$ cat src/include/core_settings.svh
`ifndef CORE_SETTINGS_SVH
`define CORE_SETTINGS_SVH

// Unified memory geometry, in 32-bit words
`define MEM_ADDR_W 8
`define MEM_WORDS  256

// Byte address of the first fetch
`define RESET_PC   32'h0000_0000

`endif

$ cat src/design/isaPkg.sv
package isaPkg;

    typedef logic [31:0] wordT;
    typedef logic [31:0] instrT;
    typedef logic [4:0]  regIdxT;

    typedef enum logic [6:0] {
        OP     = 7'b0110011,
        OP_IMM = 7'b0010011,
        LOAD   = 7'b0000011,
        STORE  = 7'b0100011,
        LUI    = 7'b0110111,
        AUIPC  = 7'b0010111,
        JAL    = 7'b1101111,
        JALR   = 7'b1100111,
        BRANCH = 7'b1100011
    } opcodeT;

    // Codes 8 and 12..15 unused
    typedef enum logic [3:0] {
        ADD   = 4'd0,
        SUB   = 4'd1,
        AND   = 4'd2,
        OR    = 4'd3,
        XOR   = 4'd4,
        SLL   = 4'd5,
        SRL   = 4'd6,
        SRA   = 4'd7,
        SLT   = 4'd9,
        SLTU  = 4'd10,
        PASSB = 4'd11
    } aluOpT;

    typedef enum logic [2:0] {IMM_I, IMM_SHAMT, IMM_S, IMM_B, IMM_U, IMM_J} immFmtT;

    typedef enum logic [1:0] {RES_ALU, RES_MEM, RES_PC4} resultSrcT;

    typedef struct packed {
        immFmtT    immFmt;
        aluOpT     aluOp;
        logic      aluSrcA;    // PC in place of rs1
        logic      aluSrcB;    // immediate in place of rs2
        resultSrcT resultSrc;
        logic      regWrite;
        logic      memWrite;
        logic      memRead;
        logic      branch;
        logic      jump;
    } ctrlT;

endpackage

$ cat src/design/busPkg.sv
`include "core_settings.svh"

package busPkg;

    typedef logic [`MEM_ADDR_W-1:0] memAddrT;
    typedef logic [31:0]            pcT;

    typedef struct packed {
        logic         valid;
        logic         write;
        memAddrT      addr;
        isaPkg::wordT wdata;
    } memReqT;

    typedef struct packed {
        logic         valid;
        isaPkg::wordT rdata;
    } memRspT;

    // One committed instruction, rd is 0 when nothing was written
    typedef struct packed {
        pcT             pc;
        isaPkg::regIdxT rd;
        isaPkg::wordT   data;
    } retireT;

endpackage

$ cat src/design/fetchUnit.sv
`timescale 1ns/1ps
`include "core_settings.svh"

module fetchUnit (
    input  logic           clk,
    input  logic           rstN,
    input  logic           run,
    input  logic           stall,
    input  logic           redirect,
    input  busPkg::pcT     redirectPc,
    output busPkg::memReqT memReq,
    input  logic           memGnt,
    input  busPkg::memRspT memRsp,
    output logic           instrValid,
    output isaPkg::instrT  instr,
    output busPkg::pcT     instrPc,
    output logic           flush
);

    import isaPkg::*;
    import busPkg::*;

    pcT    pc;
    pcT    pendPc;
    logic  pendFlush;
    logic  holdValid;
    instrT holdInstr;
    pcT    holdPc;

    assign memReq.valid = run && !stall;
    assign memReq.write = 1'b0;
    assign memReq.addr  = pc[`MEM_ADDR_W+1:2];
    assign memReq.wdata = '0;

    // Wrong-path word returning after a redirect
    assign flush = pendFlush;

    always_comb begin
        if (holdValid) begin
            instrValid = 1'b1;
            instr      = holdInstr;
            instrPc    = holdPc;
        end else begin
            instrValid = memRsp.valid && !pendFlush;
            instr      = memRsp.rdata;
            instrPc    = pendPc;
        end
    end

    always_ff @(posedge clk or negedge rstN) begin
        if (!rstN) begin
            pc        <= `RESET_PC;
            pendFlush <= 1'b0;
            holdValid <= 1'b0;
        end else begin
            if (redirect) begin
                pc <= redirectPc;
            end else if (memGnt) begin
                pc <= pc + 32'd4;
            end
            pendFlush <= redirect && memGnt;
            holdValid <= stall && instrValid;
        end
    end

    always_ff @(posedge clk) begin
        if (memGnt) begin
            pendPc <= pc;
        end
        // Present the same instruction again next cycle
        if (stall) begin
            holdInstr <= instr;
            holdPc    <= instrPc;
        end
    end

endmodule

$ cat config.mk
export PLATFORM = sky130hd
export DESIGN_NAME = fetchUnit
export DESIGN_NICKNAME = d
export VERILOG_FILES = /design/src/design/isaPkg.sv /design/src/design/busPkg.sv /design/src/design/fetchUnit.sv
export VERILOG_INCLUDE_DIRS = /design/src /design/src/include
export SDC_FILE = /design/constraint.sdc
export NUM_CORES = 1
export LEC_CHECK = 0
export BUFFER_PORTS_ARGS = -buffer_cell sky130_fd_sc_hd__buf_4
export CAP_MARGIN = 20
export CORE_UTILIZATION = 40
export DETAILED_ROUTE_END_ITERATION = 16
export HOLD_SLACK_MARGIN = 0.08
export PLACE_DENSITY = 0.62
export RECOVER_POWER = 25
export SETUP_SLACK_MARGIN = 0.15
export SYNTH_ARGS = -nofsm -noshare
export SYNTH_HDL_FRONTEND = slang
export SYNTH_SLANG_ARGS = --single-unit
$ cat constraint.sdc
create_clock -name clk -period 2.7 [get_ports clk]
set_clock_uncertainty 0.15 [all_clocks]
set_input_delay 0.27 -clock clk [delete_from_list [all_inputs] [get_ports clk]]
set_output_delay 0.27 -clock clk [all_outputs]
set_load 0.1 [all_outputs]
Word level (Yosys, flattened, before mapping)
Cells that the tools add are included.
{ "op_classes": {"add_sub_neg": 1, "muxes": 5, "reduce_logical": 7} }
{ "ops": {"columns": ["operator", "count"], "rows": [
  ["$mux 32", 4],
  ["$add 32x3->32 const B", 1],
  ["$logic_and 1x1->1", 4],
  ["$logic_not 1->1", 2],
  ["$reduce_bool 2->1", 1],
  ["$mux 1", 1]
]} }
{ "word_totals": {"reg_bits": 130, "inputBits": 71, "output_inout_bits": 108, "wordCells": 19} }

Logic depth before layout (Yosys ltp)
Gate-level depths: netlist of the first run.
{ "depth": {"ltp_word": 4, "mapped_depth": 7, "ltp_nobuf": 5} }

Worst setup path before layout of the first run
Ideal clock, no wire load.
{ "synth_timing": {"path_kind": "register to register", "startpoint": "reg pc[2]", "endpoint": "reg pc[28]", "setup_time_ps": 82, "arrival_time_ps": 1977, "required_ps": 2468, "path_slack_ps": 491, "stages_incl_launch_ff": 7, "path_buffers": 1, "period_less_slack_ps": 2209, "path_cell_list": "dfrtp_1 ha_1 nand4_1 or4_1 buf_2 or4_1 a31oi_1"} }
{ "synth_between": {"elab_chain_len": 3} }
{ "synth_lines": {"columns": ["element", "line_no", "source"], "rows": [
  ["from (decl)", "fetchUnit.sv:23", "pcT pc;"],
  ["from (signal assigned)", "fetchUnit.sv:52", "pc <= `RESET_PC;"],
  ["from (signal assigned)", "fetchUnit.sv:57", "pc <= redirectPc;"],
  ["from (signal assigned)", "fetchUnit.sv:59", "pc <= pc + 32'd4;"],
  ["$add 32x3->32", "fetchUnit.sv:59", null],
  ["$mux 32", "fetchUnit.sv:58", "end else if (memGnt) begin"],
  ["$mux 32", "fetchUnit.sv:56", "if (redirect) begin"]
]} }
Every way passes these cells. The select of a mux whose other input is x is not followed.
A chain may end at the register's enable or synchronous reset.

Worst setup path in the final report of the first run
{ "layout_timing": {"startpoint": "in memGnt", "endpoint": "reg pc[28]"} }
{ "layout_between": {"elab_chain_len": 1} }
{ "layout_lines": {"columns": ["element", "line_no", "source"], "rows": [
  ["from (decl)", "fetchUnit.sv:12", "input logic memGnt,"],
  ["$reduce_bool 2->1 (no line)", null, null]
]} }
Every way passes these cells.

==> metrics.json, run 1 <==
{
  "outcome": "complete, no violations",
  "yosys_warnings": 0,
  "synth_seq_area_share_pct": 64.4,
  "power.static_leakage_nw": 3.29,
  "gp_routability_congestion": 0.807,
  "multi_input_area_sq_um": 1770,
  "top_level_ports": 179,
  "critical_path_required_ns": 2.87,
  "drv_slew": 0,
  "detail_route.drc_violations": 0,
  "synth.cells.most_frequent": "sky130_fd_sc_hd__edfxtp_1 (96), sky130_fd_sc_hd__mux2_2 (66), sky130_fd_sc_hd__buf_4 (42)",
  "cts_made_buffers": 17,
  "drt-vias-per-instance": 4.77,
  "syn-cell-area_sq_um": 5800,
  "cts.sink_count": 130,
  "synth_simple_gate_area_share_pct": 8.24,
  "tritoncts": "done",
  "core_region_area_sq_um": 14000,
  "worst_setup_path_end_kind": "flip-flop",
  "seq_area_sq_um": 3730,
  "via_count_of_the_first_global_routing_pass": 3829,
  "xor_xnor_fraction_of_synth_area_pct": 2.11,
  "crit-reg2reg-launch": "pc[2]$_DFFE_PN0N_",
  "sum_of_routed_wire_length_over_all_layers_microns": 12500,
  "synth_edf_count": 96,
  "main_combinational_cell_family_by_area_after_synthesis": "multiplexers",
  "most_numerous_cell_in_the_yosys_netlist": "sky130_fd_sc_hd__edfxtp_1",
  "yosys_most_used_dff": "sky130_fd_sc_hd__edfxtp_1",
  "slew_headroom_pct": 12.3,
  "setup.worst_path.class": "in -> reg",
  "final_core_utilization_pct": 58.7,
  "critPathLaunchType": "primary input",
  "timing.final.hold_violations": 0,
  "finalSetupViolCount": 0,
  "std_cell_rows": 43,
  "cts.reportedPaths.clkPinSlew_ns": 0.05,
  "fill_cells": 1120,
  "timing.max_cap.violations": 0,
  "postSynthRegisterBits": 130,
  "antenna_cells": 0,
  "worst_slew_pin_slew_ns": 1.32,
  "grt_setup_unrepaired": "no",
  "timing.critical_path.arrival_ns": 2.58,
  "final_nets": 698,
  "num_vias": 3907,
  "power.density_nw_per_um2": 807,
  "period_minus_slack_ns": 2.40,
  "dieHeight_microns": 122,
  "clock_insertion_delay_worst_skew_ns": 0.41,
  "fin_tns_setup_ns": 0,
  "critPathLaunch": "memGnt",
  "detailed_place_hpwl_microns": 8200,
  "peak_supply_drop_mv": 0.462,
  "maximum_number_of_pins_on_one_net_before_global_route_repair": 54,
  "min-delay-start": "redirect",
  "drive_above_1_share_pct": 39.6,
  "ant_nets": 0,
  "syn2layout_area_growth_pct": 41.6,
  "period_share_pct": 89.0,
  "initial_standard_cell_utilization_of_the_core_pct": 41.4,
  "timing.critical_path.fanout_max": 9,
  "syn_area_per_cell_sq_um": 14.0,
  "drt-pass1-iter-count": 4,
  "cts.htree.levels": 4,
  "cts-root-to-sink-buffers": 2,
  "synthesized_instance_count": 415,
  "synth_area_leader_cell": "sky130_fd_sc_hd__edfxtp_1",
  "mux_contribution_to_synthesized_area_pct": 13.0,
  "grt_overflow_total": 0,
  "synth_top_area_share_pct": 49.7,
  "synth.distinct_cells": 39,
  "port-buffer-count": 145,
  "synth_fa_ha_area_share_pct": 0.216,
  "clock_root_buffer": "sky130_fd_sc_hd__clkbuf_16",
  "synth_compound_gate_area_share_pct": 4.81,
  "grt_pass1_wl_microns": 19500,
  "dieWidth_microns": 122,
  "min-delay-path-class": "in -> reg",
  "synth.top_cells.by_area": "sky130_fd_sc_hd__edfxtp_1 (50%), sky130_fd_sc_hd__dfrtp_1 (15%), sky130_fd_sc_hd__mux2_2 (13%)",
  "drt_first_iter_violations": 301,
  "drt-wirelength-per-cell_microns": 15.2,
  "power.total_mw": 6.63,
  "achievable-frequency_mhz": 416,
  "grt_antenna_before_repair": 0,
  "die-area_sq_um": 15000,
  "async_reset_ff_share_pct": 26.2,
  "globalRouteTotalUtil_pct": 17.3
}
[final timing paths]
kind | end | slack, ns | cells past startpoint
worst max-delay path | pc[28]$_DFFE_PN0N_ | 0.30 | 6
min in group asynchronous | pc[0]$_DFFE_PN0P_ | 0.39 | 2
worst max register to register | pc[28]$_DFFE_PN0N_ | 0.35 | 5
worst min register to register | pendPc[1]$_DFFE_PP_ | 0.31 | 0
max in group asynchronous | holdValid$_DFF_PN0_ | 1.38 | 2
worst min-delay path | pc[12]$_DFFE_PN0N_ | 0.14 | 3
[metal layers]
metal  global-route usage (%)  vias up  part of all wire [%]
met5                        0        -                     0
met4                     8.23        0                   1.8
met3                     4.28       17                   6.1
met2                     27.6      153                    48
met1                     22.0     1854                    44
li1                         -     1883                     -
[sequential cells by signal (all words and copies together) (netlist names)]
| signal | flops |
|---|---|
| pendPc | 32 |
| pc | 32 |
| holdInstr | 32 |
| flush | 1 |
| holdValid | 1 |
| holdPc | 32 |
[critical path: stages]
cell and delay [ns]:
sky130_fd_sc_hd__dlygate4sd3_1 0.52, sky130_fd_sc_hd__clkbuf_1 0.25, sky130_fd_sc_hd__nand4_1 0.21, sky130_fd_sc_hd__or4_4 0.62, sky130_fd_sc_hd__or4_1 0.52, sky130_fd_sc_hd__a31oi_1 0.18
[kinds of logic (layout without fill, tap and decap cells)]
| kind of cell | after synthesis | count (layout) |
|---|---|---|
| DFF | 130 | 130 |
| and+or+nand+nor | 88 | 88 |
| buffers and inverters | 68 | 260 |
| muxes | 67 | 67 |
| AOI/OAI and AO/OA | 46 | 46 |
| xor gates and xnor gates | 14 | 14 |
| adders and majority gates | 1 | 1 |
| other | 1 | 33 |
[layout make-up]
type,instances,area share (%)
multi-input combinational,249,21.6
timing repair buffer,219,22.0
clock inverter,8,1.48
inverter,9,0.411
tap,180,2.74
clock buffer,24,6.35
sequential,130,45.5
[power by group]
group,internal (mW),switching (mW)
Combinational,0.423,1.34
Sequential,2.35,0.0945
Clock,1.62,0.798
[what timing repair did]
item,CTS,global route
hold buffers,67,0
gates resized for setup,0,1
endpoints found under the hold margin,100,0
setup buffers,0,0
endpoints found under the setup margin,0,4
[metrics by stage]
stage | instances | hold WS (ns) | instance area (sq um) | worst slack, ns
global placement | 720 | 0.112 | 6900 | 0.315
global route | 819 | 0.170 | 8210 | 0.183
detailed placement | 720 | 0.110 | 6900 | 0.252
CTS | 819 | 0.130 | 8220 | 0.238
floorplan | 447 | -0.176 | 5920 | 0.491
finish | 819 | 0.143 | 8210 | 0.298
[cell usage in the layout, fill, tap and decap left out, drive strengths merged, types with 2 or more instances in the layout]
cell type    instances
a31oi               13
and2                 2
and4                 4
buf                149
bufinv               3
clkbuf              27
clkinv               5
conb                33
dfrtp               34
dlygate4sd3         67
edfxtp              96
inv                  8
mux2                66
nand2               25
nand3                5
nand4                9
nor2                16
nor2b                2
nor3                 3
nor4                 4
o21ai               24
o31a                 2
o31ai                3
or3                  9
or4                  4
xnor2               10
xor2                 4
Note: power is estimated with default switching activity, not from simulation.
==> inputs of run 2 (changes only) <==
--- a/config.mk
+++ b/config.mk
@@ -11,8 +11,7 @@
 export CORE_UTILIZATION = 40
 export DETAILED_ROUTE_END_ITERATION = 16
 export HOLD_SLACK_MARGIN = 0.08
-export PLACE_DENSITY = 0.62
-export RECOVER_POWER = 25
+export PLACE_DENSITY = 0.64
 export SETUP_SLACK_MARGIN = 0.15
 export SYNTH_ARGS = -nofsm -noshare
 export SYNTH_HDL_FRONTEND = slang
==> constraint.sdc (replaced) <==
create_clock -name clk -period 2 [get_ports clk]
set_clock_uncertainty 0.15 [all_clocks]
set_input_delay 0.2 -clock clk [delete_from_list [all_inputs] [get_ports clk]]
set_output_delay 0.2 -clock clk [all_outputs]
set_load 0.1 [all_outputs]
==> metrics.json, run 2 (synthesis results as in run 1) <==
{
  "grt_antenna_before_repair": {"value": 0, "change": "unchanged"},
  "drt-pass1-iter-count": {"value": 4, "change": "unchanged"},
  "multi_input_area": {"value": 2040, "unit": "sq um", "change": "was 1770 sq um"},
  "clock_insertion_delay_worst_skew": {"value": 0.41, "unit": "ns", "change": "about the same"},
  "cts-root-to-sink-buffers": {"value": 2, "change": "unchanged"},
  "antenna_cells": {"value": 0, "change": "unchanged"},
  "highest_count_cells_in_the_layout_ignoring_fill_and_taps": {"value": "sky130_fd_sc_hd__buf_4 (122), sky130_fd_sc_hd__edfxtp_1 (96), sky130_fd_sc_hd__dlygate4sd3_1 (75)", "change": "was sky130_fd_sc_hd__buf_4 (149), sky130_fd_sc_hd__edfxtp_1 (96), sky130_fd_sc_hd__dlygate4sd3_1 (67)"},
  "critical_path_buf_inv_count": {"value": 3, "change": "was 2"},
  "drt-wirelength-per-cell": {"value": 17.1, "unit": "microns", "change": "was 15.2 microns"},
  "fill_cells": {"value": 947, "change": "was 1120"},
  "grt_overflow_total": {"value": 0, "change": "unchanged"},
  "violations": "negative setup slack",
  "critPathLaunchType": {"value": "flip-flop", "change": "was primary input"},
  "timing.max_cap.violations": {"value": 0, "change": "unchanged"},
  "num_vias": {"value": 4261, "change": "was 3907"},
  "initial_standard_cell_utilization_of_the_core": {"value": 41.4, "unit": "%", "change": "unchanged"},
  "timing.critical_path.fanout_max": {"value": 5, "change": "was 9"},
  "maximum_number_of_pins_on_one_net_before_global_route_repair": {"value": 40, "change": "was 54"},
  "globalRouteTotalUtil": {"value": 19.8, "unit": "%", "change": "was 17.3%"},
  "drive_above_1_share": {"value": 44.2, "unit": "%", "change": "was 39.6%"},
  "crit_chain": {"value": "buf_12 > clkbuf_16 > mux2_4 > buf_12", "change": "was dlygate4sd3_1 > clkbuf_1 > nand4_1 > or4_4 > or4_1 > a31oi_1"},
  "final_common_cell": {"value": "sky130_fd_sc_hd__buf_4", "change": "unchanged"},
  "ant_nets": {"value": 0, "change": "unchanged"},
  "sum_of_routed_wire_length_over_all_layers": {"value": 14900, "unit": "microns", "change": "was 12500 microns"},
  "top_level_ports": {"value": 179, "change": "unchanged"},
  "grt_setup_unrepaired": {"value": "yes", "change": "was no"},
  "period_minus_slack_ns": 2.12,
  "cts.sink_count": {"value": 130, "change": "unchanged"},
  "drt-vias-per-instance": {"value": 4.88, "change": "was 4.77"},
  "dieWidth": {"value": 122, "unit": "microns", "change": "unchanged"},
  "slowest_stage_delay_cp": {"value": 0.52, "unit": "ns", "change": "was 0.62 ns"},
  "detailed_place_hpwl": {"value": 8320, "unit": "microns", "change": "was 8200 microns"},
  "drv_slew": {"value": 0, "change": "unchanged"},
  "core_region_area": {"value": 14000, "unit": "sq um", "change": "unchanged"},
  "worst_slew_pin_slew": {"value": 0.516, "unit": "ns", "change": "was 1.32 ns"},
  "finalSetupViolCount": {"value": 60, "change": "was 0"},
  "seq_area": {"value": 3740, "unit": "sq um", "change": "was 3730 sq um"},
  "outcome": {"value": "finished, violations left", "change": "was complete, no violations"},
  "peak_supply_drop": {"value": 0.521, "unit": "mV", "change": "was 0.462 mV"},
  "clock_root_buffer": {"value": "sky130_fd_sc_hd__clkbuf_16", "change": "unchanged"},
  "detail_route.drc_violations": {"value": 0, "change": "unchanged"},
  "std_cell_rows": {"value": 43, "change": "unchanged"},
  "layout_setup_ws": {"value": -0.116, "unit": "ns", "change": "was 0.298 ns"},
  "die-area": {"value": 15000, "unit": "sq um", "change": "unchanged"},
  "power.density": {"value": 964, "unit": "nW/um^2", "change": "was 807 nW/um^2"},
  "power.static_leakage": {"value": 4.08, "unit": "nW", "change": "was 3.29 nW"},
  "critical_path.slowest_cell": {"value": "sky130_fd_sc_hd__dfrtp_4", "change": "was sky130_fd_sc_hd__or4_4"},
  "period_share_pct": 106,
  "slew_headroom": {"value": 65.6, "unit": "%", "change": "was 12.3%"},
  "via_count_of_the_first_global_routing_pass": {"value": 4190, "change": "was 3829"},
  "dieHeight": {"value": 122, "unit": "microns", "change": "unchanged"},
  "timing.final.hold_violations": {"value": 0, "change": "unchanged"},
  "port-buffer-count": {"value": 145, "change": "unchanged"},
  "drt_first_iter_violations": {"value": 314, "change": "was 301"},
  "setup.worst_path.class": {"value": "reg -> out", "change": "was in -> reg"},
  "power.total": {"value": 9.43, "unit": "mW", "change": "was 6.63 mW"},
  "cp_top_family": {"value": "flip-flops", "change": "was simple AND/OR/NAND/NOR gates"},
  "critical_path_required": {"value": 1.65, "unit": "ns", "change": "was 2.87 ns"},
  "timing.critical_path.arrival": {"value": 1.77, "unit": "ns", "change": "was 2.58 ns"},
  "worst_setup_path_end_kind": {"value": "output port", "change": "was flip-flop"},
  "tritoncts": {"value": "done", "change": "unchanged"},
  "cts.htree.levels": {"value": 4, "change": "unchanged"},
  "grt_pass1_wl": {"value": 22000, "unit": "microns", "change": "was 19500 microns"},
  "gp_routability_congestion": {"value": 0.754, "change": "was 0.807"},
  "cts_made_buffers": {"value": 17, "change": "unchanged"},
  "min-delay-path-class": {"value": "in -> reg", "change": "unchanged"},
  "final_core_utilization": {"value": 69.9, "unit": "%", "change": "was 58.7%"},
  "achievable-frequency_mhz": 473,
  "final_nets": {"value": 752, "change": "was 698"},
  "syn2layout_area_growth": {"value": 68.7, "unit": "%", "change": "was 41.6%"},
  "worst_path_most_repeated_cell": "sky130_fd_sc_hd__buf_12",
  "hold_ws": {"value": 0.0969, "unit": "ns", "change": "was 0.143 ns"},
  "cts.reportedPaths.clkPinSlew": {"value": 0.06, "unit": "ns", "change": "was 0.05 ns"}
}
## run 2: cell types whose count changed in the layout (fill, tap and decap cells not counted), sizes merged
cell and change:
clkinv +5, buf +47, clkbuf -6, dlygate4sd3 +8
## run 2: metrics by stage
stage / instance area (sq um) / worst slack, ns / cells / TNS (ns)
floorplan: 6150 / -0.0715 / 447 / -0.164
global placement: 7340 / -0.0900 / 746 / -0.129
detailed placement: 7340 / -0.157 / 746 / -0.567
CTS: 9530 / -0.115 / 863 / -3.45
global route: 9780 / -0.208 / 873 / -6.10
finish: 9780 / -0.116 / 873 / -2.45
## run 2: area by class of cell
| cell class | instances | share of cell area, % |
|---|---|---|
| clock inverters | 13 | 1.46 |
| multi-input cells | 249 | 20.9 |
| inverters | 9 | 0.345 |
| repair buffers | 273 | 32.3 |
| well taps | 180 | 2.30 |
| clock buffers | 19 | 4.43 |
| flip-flops and latches | 130 | 38.2 |
## run 2: what timing repair did
action / 4_1_cts / 5_1_grt
endpoints found under the hold margin: 100 / 0
pin swaps: 4 / 7
gates resized for setup: 180 / 29
hold buffers: 75 / 0
gates cloned: 2 / 2
setup buffers: 8 / 8
endpoints found under the setup margin: 81 / 82
## run 2: final timing paths
path / startpoint / end / slack, ns / cells past startpoint
min in group asynchronous: rstN / pc[8]$_DFFE_PN0N_ / 0.14 / 2
setup / recovery: holdValid$_DFF_PN0_ / instrPc[15] / -0.12 / 4
setup reg to reg: pc[3]$_DFFE_PN0N_ / pc[28]$_DFFE_PN0N_ / -0.09 / 6
hold / removal: stall / holdPc[4]$_DFFE_PP_ / 0.1 / 1
max in group asynchronous: rstN / holdValid$_DFF_PN0_ / 1.21 / 2
hold reg to reg: pc[0]$_DFFE_PN0P_ / pendPc[0]$_DFFE_PP_ / 0.30 / 0
## run 2: per-layer routing
metal	track usage, %	vias up	part of all wire [%]
met5	0	-	0
met2	33.5	158	52
met3	4.69	18	5.7
li1	-	2001	-
met4	8.08	0	1.5
met1	24.4	2084	41
## run 2: where the power goes
| part | total [mW] | leakage, nW | internal, mW | switching (mW) |
|---|---|---|---|---|
| Combinational | 3.10 | 2.46 | 1.12 | 1.99 |
| Clock | 3.03 | 0.283 | 1.93 | 1.10 |
| Sequential | 3.29 | 1.33 | 3.18 | 0.112 |
| Total | 9.43 | 4.08 | 6.23 | 3.20 |
