`src/include/core_settings.svh`:
```
`ifndef CORE_SETTINGS_SVH
`define CORE_SETTINGS_SVH

// Unified memory geometry, in 32-bit words
`define MEM_ADDR_W 8
`define MEM_WORDS  256

// Byte address of the first fetch
`define RESET_PC   32'h0000_0000

`endif

```
`src/design/isaPkg.sv`:
```
package isaPkg;

    typedef logic [31:0] wordT;
    typedef logic [31:0] instrT;
    typedef logic [4:0]  regIdxT;

    typedef enum logic [6:0] {
        OP     = 7'b0110011,
        OP_IMM = 7'b0010011,
        LOAD   = 7'b0000011,
        STORE  = 7'b0100011,
        LUI    = 7'b0110111,
        AUIPC  = 7'b0010111,
        JAL    = 7'b1101111,
        JALR   = 7'b1100111,
        BRANCH = 7'b1100011
    } opcodeT;

    // Codes 8 and 12..15 unused
    typedef enum logic [3:0] {
        ADD   = 4'd0,
        SUB   = 4'd1,
        AND   = 4'd2,
        OR    = 4'd3,
        XOR   = 4'd4,
        SLL   = 4'd5,
        SRL   = 4'd6,
        SRA   = 4'd7,
        SLT   = 4'd9,
        SLTU  = 4'd10,
        PASSB = 4'd11
    } aluOpT;

    typedef enum logic [2:0] {IMM_I, IMM_SHAMT, IMM_S, IMM_B, IMM_U, IMM_J} immFmtT;

    typedef enum logic [1:0] {RES_ALU, RES_MEM, RES_PC4} resultSrcT;

    typedef struct packed {
        immFmtT    immFmt;
        aluOpT     aluOp;
        logic      aluSrcA;    // PC in place of rs1
        logic      aluSrcB;    // immediate in place of rs2
        resultSrcT resultSrc;
        logic      regWrite;
        logic      memWrite;
        logic      memRead;
        logic      branch;
        logic      jump;
    } ctrlT;

endpackage

```
`src/design/busPkg.sv`:
```
`include "core_settings.svh"

package busPkg;

    typedef logic [`MEM_ADDR_W-1:0] memAddrT;
    typedef logic [31:0]            pcT;

    typedef struct packed {
        logic         valid;
        logic         write;
        memAddrT      addr;
        isaPkg::wordT wdata;
    } memReqT;

    typedef struct packed {
        logic         valid;
        isaPkg::wordT rdata;
    } memRspT;

    // One committed instruction, rd is 0 when nothing was written
    typedef struct packed {
        pcT             pc;
        isaPkg::regIdxT rd;
        isaPkg::wordT   data;
    } retireT;

endpackage

```
`src/design/memArbiter.sv`:
```
`timescale 1ns/1ps

module memArbiter (
    input  logic           clk,
    input  logic           rstN,
    input  busPkg::memReqT hostReq,
    input  busPkg::memReqT dataReq,
    input  busPkg::memReqT fetchReq,
    output logic           hostGnt,
    output logic           dataGnt,
    output logic           fetchGnt,
    output busPkg::memReqT memReq,
    input  busPkg::memRspT memRsp,
    output busPkg::memRspT dataRsp,
    output busPkg::memRspT fetchRsp
);

    logic rspToData;
    logic rspToFetch;

    // Host first, then data, then fetch
    assign hostGnt  = hostReq.valid;
    assign dataGnt  = dataReq.valid && !hostReq.valid;
    assign fetchGnt = fetchReq.valid && !hostReq.valid && !dataReq.valid;

    assign memReq = hostGnt ? hostReq : (dataGnt ? dataReq : fetchReq);

    // Owner of the read that returns next cycle
    always_ff @(posedge clk or negedge rstN) begin
        if (!rstN) begin
            rspToData  <= 1'b0;
            rspToFetch <= 1'b0;
        end else begin
            rspToData  <= dataGnt && !dataReq.write;
            rspToFetch <= fetchGnt && !fetchReq.write;
        end
    end

    assign dataRsp.valid  = memRsp.valid && rspToData;
    assign dataRsp.rdata  = memRsp.rdata;
    assign fetchRsp.valid = memRsp.valid && rspToFetch;
    assign fetchRsp.rdata = memRsp.rdata;

endmodule

```
`config.mk`:
```
export PLATFORM = sky130hd
export DESIGN_NAME = memArbiter
export DESIGN_NICKNAME = d
export VERILOG_FILES = /design/src/design/isaPkg.sv /design/src/design/busPkg.sv /design/src/design/memArbiter.sv
export VERILOG_INCLUDE_DIRS = /design/src /design/src/include
export SDC_FILE = /design/constraint.sdc
export NUM_CORES = 1
export LEC_CHECK = 0
export ABC_AREA = 1
export BUFFER_PORTS_ARGS = -buffer_cell sky130_fd_sc_hd__buf_4
export CELL_PAD_IN_SITES_DETAIL_PLACEMENT = 0
export CELL_PAD_IN_SITES_GLOBAL_PLACEMENT = 1
export CORE_ASPECT_RATIO = 0.6
export CORE_MARGIN = 3
export CORE_UTILIZATION = 14
export DETAILED_ROUTE_END_ITERATION = 6
export GPL_TIMING_DRIVEN = 1
export PLACE_DENSITY = 0.87
export SYNTH_ARGS = -nofsm -noshare
export SYNTH_HDL_FRONTEND = slang
export SYNTH_SLANG_ARGS = --single-unit
```
`constraint.sdc`:
```
create_clock -name clk -period 0.8 [get_ports clk]
set_input_delay 0.04 -clock clk [delete_from_list [all_inputs] [get_ports clk]]
set_output_delay 0.04 -clock clk [all_outputs]
set_load 0.1 [all_outputs]
```
# [Word-level counts from Yosys, hierarchy flattened]
# Cells that the tools add are included.
[totals] reg_bits=2 inputBits=161 output_inout_bits=111 word_cells=15
[op_classes] n_mux=2 reduce_logical=11
[op_table] op="42-bit 2-to-1 mux" n=2
[op_table] op="1-bit logical AND" n=7
[op_table] op="1-bit logical NOT" n=4

# [Logic depth before layout (Yosys ltp)]
# Gate-level depths: netlist (run 1).
[depth] depth_word=4 depth_mapped=5 depth_no_buf=3

# [Worst setup path before layout (run 1)]
# OpenSTA, ideal clock, no wires.
[synth_path] path_type="input-to-output" startpoint="in dataReq[41] in the netlist's numbering" endpoint="out fetchGnt" t_arrival_ns=1.553 t_required_ns=0.760 setup_slack_ns=-0.793 path_stages=4 path_buffers=1 cell_sequence="buf_4 inv_1 nand2_1 nor2_1"
[synth_via] elab_chain_cells=2
[synth_rtl] item="start: declaration" line="memArbiter.sv:7" source="input busPkg::memReqT dataReq,"
[synth_rtl] item="1-bit logical NOT" line="memArbiter.sv:24" source="assign fetchGnt = fetchReq.valid && !hostReq.valid && !dataReq.valid;"
[synth_rtl] item="1-bit logical AND" line="memArbiter.sv:24"
[synth_rtl] item="end: declaration" line="memArbiter.sv:11" source="output logic fetchGnt,"
# Every way passes these cells.

==> impl_metrics.env, run 1 <==
export IMPL_io_buffers=175
export IMPL_synth_top_cells_by_count="nand2_1, nand3_1, buf_4"
export IMPL_period_minus_slack_ns=0.9678
export IMPL_grt_start_max_net_pins=25
export IMPL_netlist_instances=264
export IMPL_critical_path_required_ns=0.76
export IMPL_status="complete, but fails checks"
export IMPL_internal_power_mw=2.375
export IMPL_clock_tree_root_cell="clkbuf_16"
export IMPL_final_antenna_net_count=0
export IMPL_final_nets=544
export IMPL_std_cell_rows=28
export IMPL_drv_slew=0
export IMPL_hold_depth=0
export IMPL_whs_ns=0.08027
export IMPL_die_w_um=137.1
export IMPL_finalSetupTns_ns=-5.462
export IMPL_cts_num_sinks=2
export IMPL_synth_cell_area_um2=1444
export IMPL_p_sw_mw=2.464
export IMPL_antenna_found_initial=0
export IMPL_dpl_cell_area_um2=3077
export IMPL_power_density_nw_per_um2=1164
export IMPL_cts_buffers_inserted=3
export IMPL_area_delta_synth_final_pct=188.0
export IMPL_vias=2191
export IMPL_overflow=0
export IMPL_ys_ff_latch=2
export IMPL_leakage_nw=2.051
export IMPL_synth_nets=425
export IMPL_min_delay_start="memRsp[27]"
export IMPL_worst_path_most_repeated_cell="buf_12"
export IMPL_slew_headroom_pct=81.48
export IMPL_grt_pass1_vias=2345
export IMPL_synth_warnings=0
export IMPL_synth_edf_count=0
export IMPL_yosysSeqAreaShare_pct=3.466
export IMPL_startpoint_type="primary input"
export IMPL_cts_tree="built"
export IMPL_irDropWorstVdd_uv=566.8
export IMPL_io_pins=272
export IMPL_yosys_top_cells_area="buf_4, nand3_1, nand2_1"
export IMPL_cp_arrival_ns=0.93
export IMPL_worstPathCellList="buf_12 > nor2_8 > buf_12 > buf_16 > nand2_4 > nand3_4 > buf_12"
export IMPL_layout_drive_gt1_share_pct=77.69
export IMPL_setup_violations=44
export IMPL_synthDistinctLibCells=11
export IMPL_post_drt_wl_per_cell_um=15.78
export IMPL_synth_area_leader_cell="buf_4"
export IMPL_core_um2=9950
export IMPL_failed_checks="negative setup slack"
export IMPL_via_per_inst=4.246
export IMPL_n_antenna_cell=0
export IMPL_design_area_um2=4159
export IMPL_synth_avg_cell_area_um2=5.469
export IMPL_hpwlAfterDp_um=6054
export IMPL_cp_top_family="buffers and inverters"
export IMPL_comb_power_share_pct=82.5
export IMPL_grt_use_total_pct=12.77
export IMPL_switching_share_pct=50.92
export IMPL_nFillCells=950
export IMPL_maxCapViolations=0
export IMPL_max_freq_ghz=1.033
export IMPL_cp_max_fo=5
export IMPL_async_reset_ff_share_pct=100.0
export IMPL_whs_endpoint="dataRsp[27]"
export IMPL_sequentialPowerShare_pct=2.2
export IMPL_place_gp_congestion=0.7829
export IMPL_yosys_cell_count_top_type="nand2_1"
export IMPL_hold_path_class="in2out"
export IMPL_synth_flop_cell="dfrtp_1"
export IMPL_post_place_ws_ns=-0.2428
export IMPL_grt_pass1_wl_um=11840
export IMPL_cts_buffer_depth=2
export IMPL_critPathBufInv=4
export IMPL_fin_cells=516
export IMPL_critPathKind="in2out"
export IMPL_start_util_pct=14.51
export IMPL_drt_wl_total_um=8142
export IMPL_hold_viol_final=0
export IMPL_htree_levels=1
export IMPL_dr_pass1_iters=4
export IMPL_die_area_um2=11610
export IMPL_end_kind="output port"
export IMPL_critPathMaxStageDelay_ns=0.18
export IMPL_rsz0062_at_grt="true"
export IMPL_drt_initial_drc_count=50
export IMPL_worst_pin_slew_ns=0.2775
export IMPL_dp_cells=502
export IMPL_yosysTopAreaCellShare_pct=36.92
export IMPL_crit_slowest_cell="nor2_8"
export IMPL_drc=0
export IMPL_die_h_um=84.67
export IMPL_fin_crit_sh_pct=121.0
export IMPL_fin_ws_ns=-0.1678
export IMPL_clkPwrFrac_pct=15.3
[power groups by stage]
stage               clock network (mW)  logic [mW]  registers [mW]
floorplan                            0        3.74           0.107
global placement                     0        3.11           0.107
detailed placement                   0        3.14           0.108
CTS                              0.760        3.92           0.107
global route                     0.777        4.14           0.108
finish                           0.739        3.99           0.107
[cell type report]
type	count	area (um2)	area share (%)
Timing Repair Buffer	197	2270	54.57
Clock buffer	3	75.07	1.805
Tap cell	135	168.9	4.061
Inverter	6	46.29	1.113
Multi-Input combinational cell	173	1549	37.24
Sequential cell	2	50.05	1.203
[stage by stage]
| stage | utilization [%] | total power [mW] |
|---|---|---|
| after floorplan | - | 3.846 |
| after global placement | 30.92 | 3.217 |
| after detailed placement | 30.92 | 3.246 |
| after CTS | 40.17 | 4.788 |
| after global routing | 41.80 | 5.029 |
| final | 41.80 | 4.839 |
[placed cells by master, fill, tap and decap left out, drive strengths merged]
cell / instances
inv: 3
nand3: 82
nand2: 87
nor2: 3
dlygate4sd3: 3
clkinvlp: 3
buf: 193
dfrtp: 2
clkbuf: 4
nor3: 1
[worst max path at each step]
stage	endpoint	cells past startpoint	slack (ns)	from
CTS	dataRsp[32]	3	-0.18	rspToData$_DFF_PN0_
global placement	memReq[25]	6	-0.24	hostReq[41]
detailed placement	memReq[28]	6	-0.24	hostReq[41]
global route	dataRsp[32]	3	-0.23	rspToData$_DFF_PN0_
floorplan	dataRsp[32]	2	-0.06	rspToData$_DFF_PN0_
finish	memReq[33]	7	-0.17	dataReq[41]
[registers in the layout (all words and copies together), names as in the netlist]
| register | count |
|---|---|
| rspToFetch | 1 |
| rspToData | 1 |
[layer usage]
metal  track usage (%)  routed length (um)
met5                 0                   0
met3             5.629                1103
met1             13.73                2864
met4             2.989                 106
met2             22.99                4068
[cells by family after synthesis]
| group | Yosys count | share of synthesized area, % |
|---|---|---|
| and+or+nand+nor | 173 | 53.29 |
| buffers and inverters | 89 | 43.24 |
| DFF | 2 | 3.466 |
[what timing repair did]
item / CTS / global route
gates cloned: 4 / 1
gates resized for setup: 166 / 36
hold endpoints to repair: 4 / 0
hold buffers: 3 / 0
endpoints found under the setup margin: 46 / 47
pin swaps: 2 / 2
buffers inserted: 2 / 1
(Power assumes the default switching activity.)
==> inputs of run 2 (changes only) <==
--- a/config.mk
+++ b/config.mk
@@ -12,10 +12,11 @@
 export CELL_PAD_IN_SITES_GLOBAL_PLACEMENT = 1
 export CORE_ASPECT_RATIO = 0.6
 export CORE_MARGIN = 3
-export CORE_UTILIZATION = 14
+export CORE_UTILIZATION = 15
 export DETAILED_ROUTE_END_ITERATION = 6
+export GPL_ROUTABILITY_DRIVEN = 0
 export GPL_TIMING_DRIVEN = 1
-export PLACE_DENSITY = 0.87
+export PLACE_DENSITY = 0.92
 export SYNTH_ARGS = -nofsm -noshare
 export SYNTH_HDL_FRONTEND = slang
 export SYNTH_SLANG_ARGS = --single-unit
==> constraint.sdc (replaced) <==
create_clock -name clk -period 1.2 [get_ports clk]
set_input_delay 0.06 -clock clk [delete_from_list [all_inputs] [get_ports clk]]
set_output_delay 0.06 -clock clk [all_outputs]
set_load 0.1 [all_outputs]
==> run 2 against run 1 <==
  * The run now ends clean
  * Power is 48% lower
  * Core utilization shrank 12 points
  * Critical path depth shrank 1
  * Count of clock-buffer cells in the layout did not move
  * Hold slack got worse by 0.070 ns
  * First-iteration DRC count up 120%
  * Via count down 6.1%
  * Wire length decreased by 17%
  * Sequential power shrank 34%
  * Final area decreased by 34%
  * Sequential share of layout area is 0.63 points higher
  * Largest power group unchanged
==> impl_metrics.env, run 2 (same netlist as run 1, synthesis figures left out) <==
export IMPL_cp_arrival_ns=1.00
export IMPL_regArea_um2=50.05
export IMPL_io_pins=272
export IMPL_final_antenna_net_count=0
export IMPL_antenna_found_initial=0
export IMPL_maxCapViolations=0
export IMPL_period_minus_slack_ns=1.057
export IMPL_die_h_um=82.00
export IMPL_cts_num_sinks=2
export IMPL_multiInputGateArea_um2=967.2
export IMPL_startpoint_type="primary input"
export IMPL_io_buffers=175
export IMPL_hold_path_class="in2reg"
export IMPL_post_drt_wl_per_cell_um=13.48
export IMPL_clkTransAtPathRegs_ns=0.03
export IMPL_worstPathCellList="buf_4 > inv_4 > buf_4 > nand3_1 > nand3_2 > buf_4"
export IMPL_max_freq_ghz=0.9459
export IMPL_vias=2057
export IMPL_htree_levels=1
export IMPL_cp_max_fo=15
export IMPL_power_density_nw_per_um2=912.2
export IMPL_grt_pass1_vias=1906
export IMPL_via_per_inst=4.106
export IMPL_drt_wl_total_um=6751
export IMPL_rsz0062_at_grt="false"
export IMPL_overflow=0
export IMPL_grt_start_max_net_pins=31
export IMPL_min_delay_start="dataReq[40]"
export IMPL_drc=0
export IMPL_area_delta_synth_final_pct=89.51
export IMPL_cts_buffers_inserted=3
export IMPL_grt_use_total_pct=11.01
export IMPL_nFillCells=1032
export IMPL_critPathMaxStageDelay_ns=0.28
export IMPL_final_util_pct=29.56
export IMPL_die_w_um=132.7
export IMPL_std_cell_rows=27
export IMPL_n_antenna_cell=0
export IMPL_drv_slew=0
export IMPL_drt_initial_drc_count=112
export IMPL_worst_path_most_repeated_cell="buf_4"
export IMPL_final_cell_mix="buf_4, nand2_1, nand3_1"
export IMPL_irDropWorstVdd_uv=1007
export IMPL_dr_pass1_iters=4
export IMPL_critPathKind="in2out"
export IMPL_layout_drive_gt1_share_pct=62.26
export IMPL_leakage_nw=1.565
export IMPL_final_nets=534
export IMPL_status="finished, final reports clean"
export IMPL_slew_headroom_pct=80.71
export IMPL_final_common_cell="buf_4"
export IMPL_core_um2=9256
export IMPL_fin_crit_sh_pct=88.10
export IMPL_die_area_um2=10880
export IMPL_worst_pin_slew_ns=0.2917
export IMPL_clock_tree_root_cell="clkbuf_16"
export IMPL_critical_path_required_ns=1.14
export IMPL_hpwlAfterDp_um=5741
export IMPL_crit_start="hostReq[41]"
export IMPL_crit_slowest_cell="buf_4"
export IMPL_hold_viol_final=0
export IMPL_start_util_pct=15.60
export IMPL_cts_setup_buffers=0
export IMPL_cts_buffer_depth=2
export IMPL_biggestRegsByFlops="rspToData: 1 flops, rspToFetch: 1 flops"
export IMPL_end_kind="output port"
export IMPL_finalSetupTns_ns=0
export IMPL_grt_pass1_wl_um=9791
export IMPL_cts_tree="built"
export IMPL_setup_violations=0
[run 2: cell types whose count changed in the layout (fill, tap and decap cells not counted), moves of 25 or more]
cell | previous run | this run
buf_4 | 131 | 182
buf_12 | 53 | 4
nand2_1 | 41 | 87
nand3_4 | 41 | 0
nand3_2 | 5 | 39
nand2_2 | 25 | 0
[run 2: layout make-up]
class	instances	area share, %
multi-input combinational	173	35.35
timing repair buffer	187	53.22
clock buffer	3	2.743
sequential	2	1.829
inverter	6	0.9145
tap	130	5.944
[run 2: power breakdown]
part	internal, mW	total (mW)	switching, mW
logic	0.580	1.92	1.34
clock network	0.425	0.509	0.0841
registers	0.0701	0.0708	0.000679
[run 2: worst paths after layout]
kind	endpoint	slack, ns	cells past startpoint
max	memReq[22]	0.14	6
min	rspToData$_DFF_PN0_	0.01	2
max in group asynchronous	rspToData$_DFF_PN0_	0.96	2
min in group asynchronous	rspToFetch$_DFF_PN0_	0.15	2
[run 2: stage by stage]
step           cells  worst slack, ns  power [mW]  area [um2]  hold WS [ns]
2_1_floorplan    264         0.001503       2.382        1642       -0.2356
3_3_place_gp     497           0.1438       1.983        2651       -0.1575
3_5_place_dp     497           0.1351       1.991        2651       -0.1564
4_1_cts          501           0.1336       2.515        2736       0.01312
5_1_grt          501          0.06911       2.593        2736       0.02242
6_report         501           0.1428       2.496        2736      0.009807
[run 2: critical path, delay by kind of cell]
family,cells,cell delay (ns)
AND/OR/NAND/NOR,2,0.21
buffers and inverters,4,0.71
[run 2: metal layers]
metal / routed length, um / vias to the layer above / track usage, % / part of all wire [%]
met5: 0 / - / 0 / 0
met4: 72 / 0 / 1.971 / 1.1
met3: 738 / 10 / 4.590 / 11
met2: 3069 / 148 / 17.60 / 45
met1: 2870 / 897 / 14.11 / 43
li1: - / 1002 / - / -
[run 2: repair_timing]
| item | CTS | global route |
|---|---|---|
| endpoints found under the hold margin | 2 | 0 |
| hold buffers | 1 | 0 |
| resized for setup | 0 | 0 |
| setup endpoints to repair | 0 | 0 |
==> inputs of run 3 (changes only) <==
--- a/config.mk
+++ b/config.mk
@@ -6,17 +6,16 @@
 export SDC_FILE = /design/constraint.sdc
 export NUM_CORES = 1
 export LEC_CHECK = 0
-export ABC_AREA = 1
 export BUFFER_PORTS_ARGS = -buffer_cell sky130_fd_sc_hd__buf_4
 export CELL_PAD_IN_SITES_DETAIL_PLACEMENT = 0
 export CELL_PAD_IN_SITES_GLOBAL_PLACEMENT = 1
 export CORE_ASPECT_RATIO = 0.6
 export CORE_MARGIN = 3
-export CORE_UTILIZATION = 15
+export CORE_UTILIZATION = 16
 export DETAILED_ROUTE_END_ITERATION = 6
 export GPL_ROUTABILITY_DRIVEN = 0
 export GPL_TIMING_DRIVEN = 1
-export PLACE_DENSITY = 0.92
+export PLACE_DENSITY = 0.9
 export SYNTH_ARGS = -nofsm -noshare
 export SYNTH_HDL_FRONTEND = slang
 export SYNTH_SLANG_ARGS = --single-unit
==> run 3 against run 2 <==
  * Die area down 2.6%
  * Flip-flop and latch count unchanged
  * Wire length down 23%
  * Power down 0.72%
  * Fmax down 5.4%
  * Largest cell class unchanged
  * Highest routed layer unchanged
==> impl_metrics.env, run 3 <==
export IMPL_synth_warnings=0
export IMPL_die_h_um=80.94
export IMPL_clock_tree_root_cell="clkbuf_16"
export IMPL_maxCapViolations=0
export IMPL_die_w_um=130.9
export IMPL_die_area_um2=10600
export IMPL_post_drt_wl_per_cell_um=11.86
export IMPL_p_sw_mw=1.374
export IMPL_drc=0
export IMPL_fin_cells=441
export IMPL_layout_drive_gt1_share_pct=71.43
export IMPL_clkPwrFrac_pct=20.0
export IMPL_cts_setup_buffers=0
export IMPL_synth_cell_area_um2=1498
export IMPL_finalSetupTns_ns=0
export IMPL_leakage_nw=1.432
export IMPL_clkTransAtPathRegs_ns=0.03
export IMPL_htree_levels=1
export IMPL_dr_pass1_iters=3
export IMPL_setup_violations=0
export IMPL_biggestRegsByFlops="rspToData: 1 flops, rspToFetch: 1 flops"
export IMPL_fin_ws_ns=0.08216
export IMPL_post_place_ws_ns=0.07573
export IMPL_drt_initial_drc_count=42
export IMPL_n_antenna_cell=0
export IMPL_async_reset_ff_share_pct=100.0
export IMPL_yosysTopAreaCellShare_pct=32.58
export IMPL_cts_num_sinks=2
export IMPL_std_cell_rows=26
export IMPL_dp_cells=437
export IMPL_final_cell_mix="buf_4, mux2i_1, nand2_1"
export IMPL_fin_crit_sh_pct=93.15
export IMPL_setup_worst_path_end="memReq[14]"
export IMPL_startpoint_type="primary input"
export IMPL_cp_arrival_ns=1.06
export IMPL_synth_avg_cell_area_um2=7.098
export IMPL_drt_wl_total_um=5232
export IMPL_synth_top_cells_by_count="buf_4, mux2i_1, nand2_1"
export IMPL_worst_pin_slew_ns=0.3044
export IMPL_crit_start="hostReq[41]"
export IMPL_area_delta_synth_final_pct=83.79
export IMPL_cts_buffers_inserted=3
export IMPL_grt_pass1_wl_um=7465
export IMPL_switching_share_pct=55.44
export IMPL_io_pins=272
export IMPL_critPathKind="in2out"
export IMPL_overflow=0
export IMPL_slew_headroom_pct=79.12
export IMPL_cp_max_fo=40
export IMPL_synthDistinctLibCells=14
export IMPL_vias=1749
export IMPL_netlist_instances=211
export IMPL_max_freq_ghz=0.8946
export IMPL_cts_buffer_depth=2
export IMPL_rsz0062_at_grt="false"
export IMPL_start_util_pct=16.99
export IMPL_yosys_top_cells_area="buf_4, mux2i_1, o21ai_1"
export IMPL_synth_edf_count=0
export IMPL_grt_start_max_net_pins=41
export IMPL_critical_path_required_ns=1.14
export IMPL_drv_slew=0
export IMPL_sequentialPowerShare_pct=2.8
export IMPL_status="finished, final reports clean"
export IMPL_yosys_cell_count_top_type="buf_4"
export IMPL_grt_use_total_pct=8.666
export IMPL_power_density_nw_per_um2=900.2
export IMPL_core_um2=8816
export IMPL_final_common_cell="buf_4"
export IMPL_yosysSeqAreaShare_pct=3.342
export IMPL_period_minus_slack_ns=1.118
export IMPL_io_buffers=175
export IMPL_hold_viol_final=0
export IMPL_antenna_found_initial=0
export IMPL_ys_ff_latch=2
export IMPL_internal_power_mw=1.104
export IMPL_via_per_inst=3.966
export IMPL_cts_tree="built"
export IMPL_final_antenna_net_count=0
export IMPL_comb_power_share_pct=77.1
export IMPL_synth_flop_cell="dfrtp_1"
export IMPL_synth_nets=372
export IMPL_final_nets=478
export IMPL_grt_pass1_vias=1670
export IMPL_synth_area_leader_cell="buf_4"
export IMPL_hold_path_class="in2reg"
export IMPL_hpwlAfterDp_um=4601
export IMPL_irDropWorstVdd_uv=290.4
export IMPL_end_kind="output port"
run 3: cell types whose count changed after synthesis, moves of 6 or more:
cell,before,now
nand2_1,87,41
nand3_1,82,0
buf_4,71,65
o21ai_1,0,40
mux2i_1,0,41
run 3: layout make-up:
type / instances / area, um2
Clock buffer: 3 / 75.07
Fill cell: 910 / 6063
Multi-Input combinational cell: 130 / 1062
Sequential cell: 2 / 50.05
Tap cell: 126 / 157.7
Timing Repair Buffer: 180 / 1408
run 3: critical path: stages:
cell and delay [ns]:
buf_4 0.18, buf_12 0.26, nand2_1 0.14, o21ai_4 0.07, buf_4 0.30
run 3: kinds of logic (layout without fill, tap and decap cells):
| kind of cell | Yosys count | after routing | share of synthesized area, % |
|---|---|---|---|
| buffers and inverters | 79 | 183 | 41.94 |
| and+or+nand+nor | 48 | 48 | 13.62 |
| AOI/OAI and AO/OA | 41 | 41 | 13.70 |
| muxes | 41 | 41 | 27.40 |
| DFF | 2 | 2 | 3.342 |
run 3: per-stage QoR:
step                area, um2  util, %  hold WS [ns]  power, mW
detailed placement       2664    30.22       -0.1549      1.991
CTS                      2749    31.18       0.01442      2.500
global placement         2664    30.22       -0.1586      1.976
floorplan                1749        -       -0.2356      2.447
global route             2753    31.22       0.01577      2.579
finish                   2753    31.22      0.008542      2.478
run 3: per-layer routing:
layer  routed length, um  up-vias  part of all wire (%)  GRT usage, %
li1                    -      858                     -             -
met1                1896      751                    36         9.725
met2                2586      136                    49         14.90
met3                 723        4                    14         4.008
met4                  26        0                  0.50         2.361
met5                   0        -                     0             0
run 3: what timing repair did:
item	4_1_cts	5_1_grt
endpoints found under the setup margin	0	1
hold buffers	1	0
resized for setup	0	1
hold endpoints to repair	2	0
run 3: worst min path at each step:
stage | startpoint | cells past startpoint | slack [ns] | endpoint
2_1_floorplan | rstN | 0 | -0.24 | rspToData$_DFF_PN0_
3_3_place_gp | rstN | 1 | -0.16 | rspToData$_DFF_PN0_
3_5_place_dp | rstN | 1 | -0.15 | rspToData$_DFF_PN0_
4_1_cts | dataReq[40] | 2 | 0.01 | rspToData$_DFF_PN0_
5_1_grt | dataReq[40] | 2 | 0.02 | rspToData$_DFF_PN0_
6_report | dataReq[40] | 2 | 0.009 | rspToData$_DFF_PN0_
run 3: power by group through the flow:
stage	sequential, mW	clock (mW)	combinational [mW]
2_1_floorplan	0.0710	0	2.38
3_3_place_gp	0.0711	0	1.90
3_5_place_dp	0.0711	0	1.92
4_1_cts	0.0704	0.504	1.93
5_1_grt	0.0706	0.516	1.99
6_report	0.0704	0.496	1.91
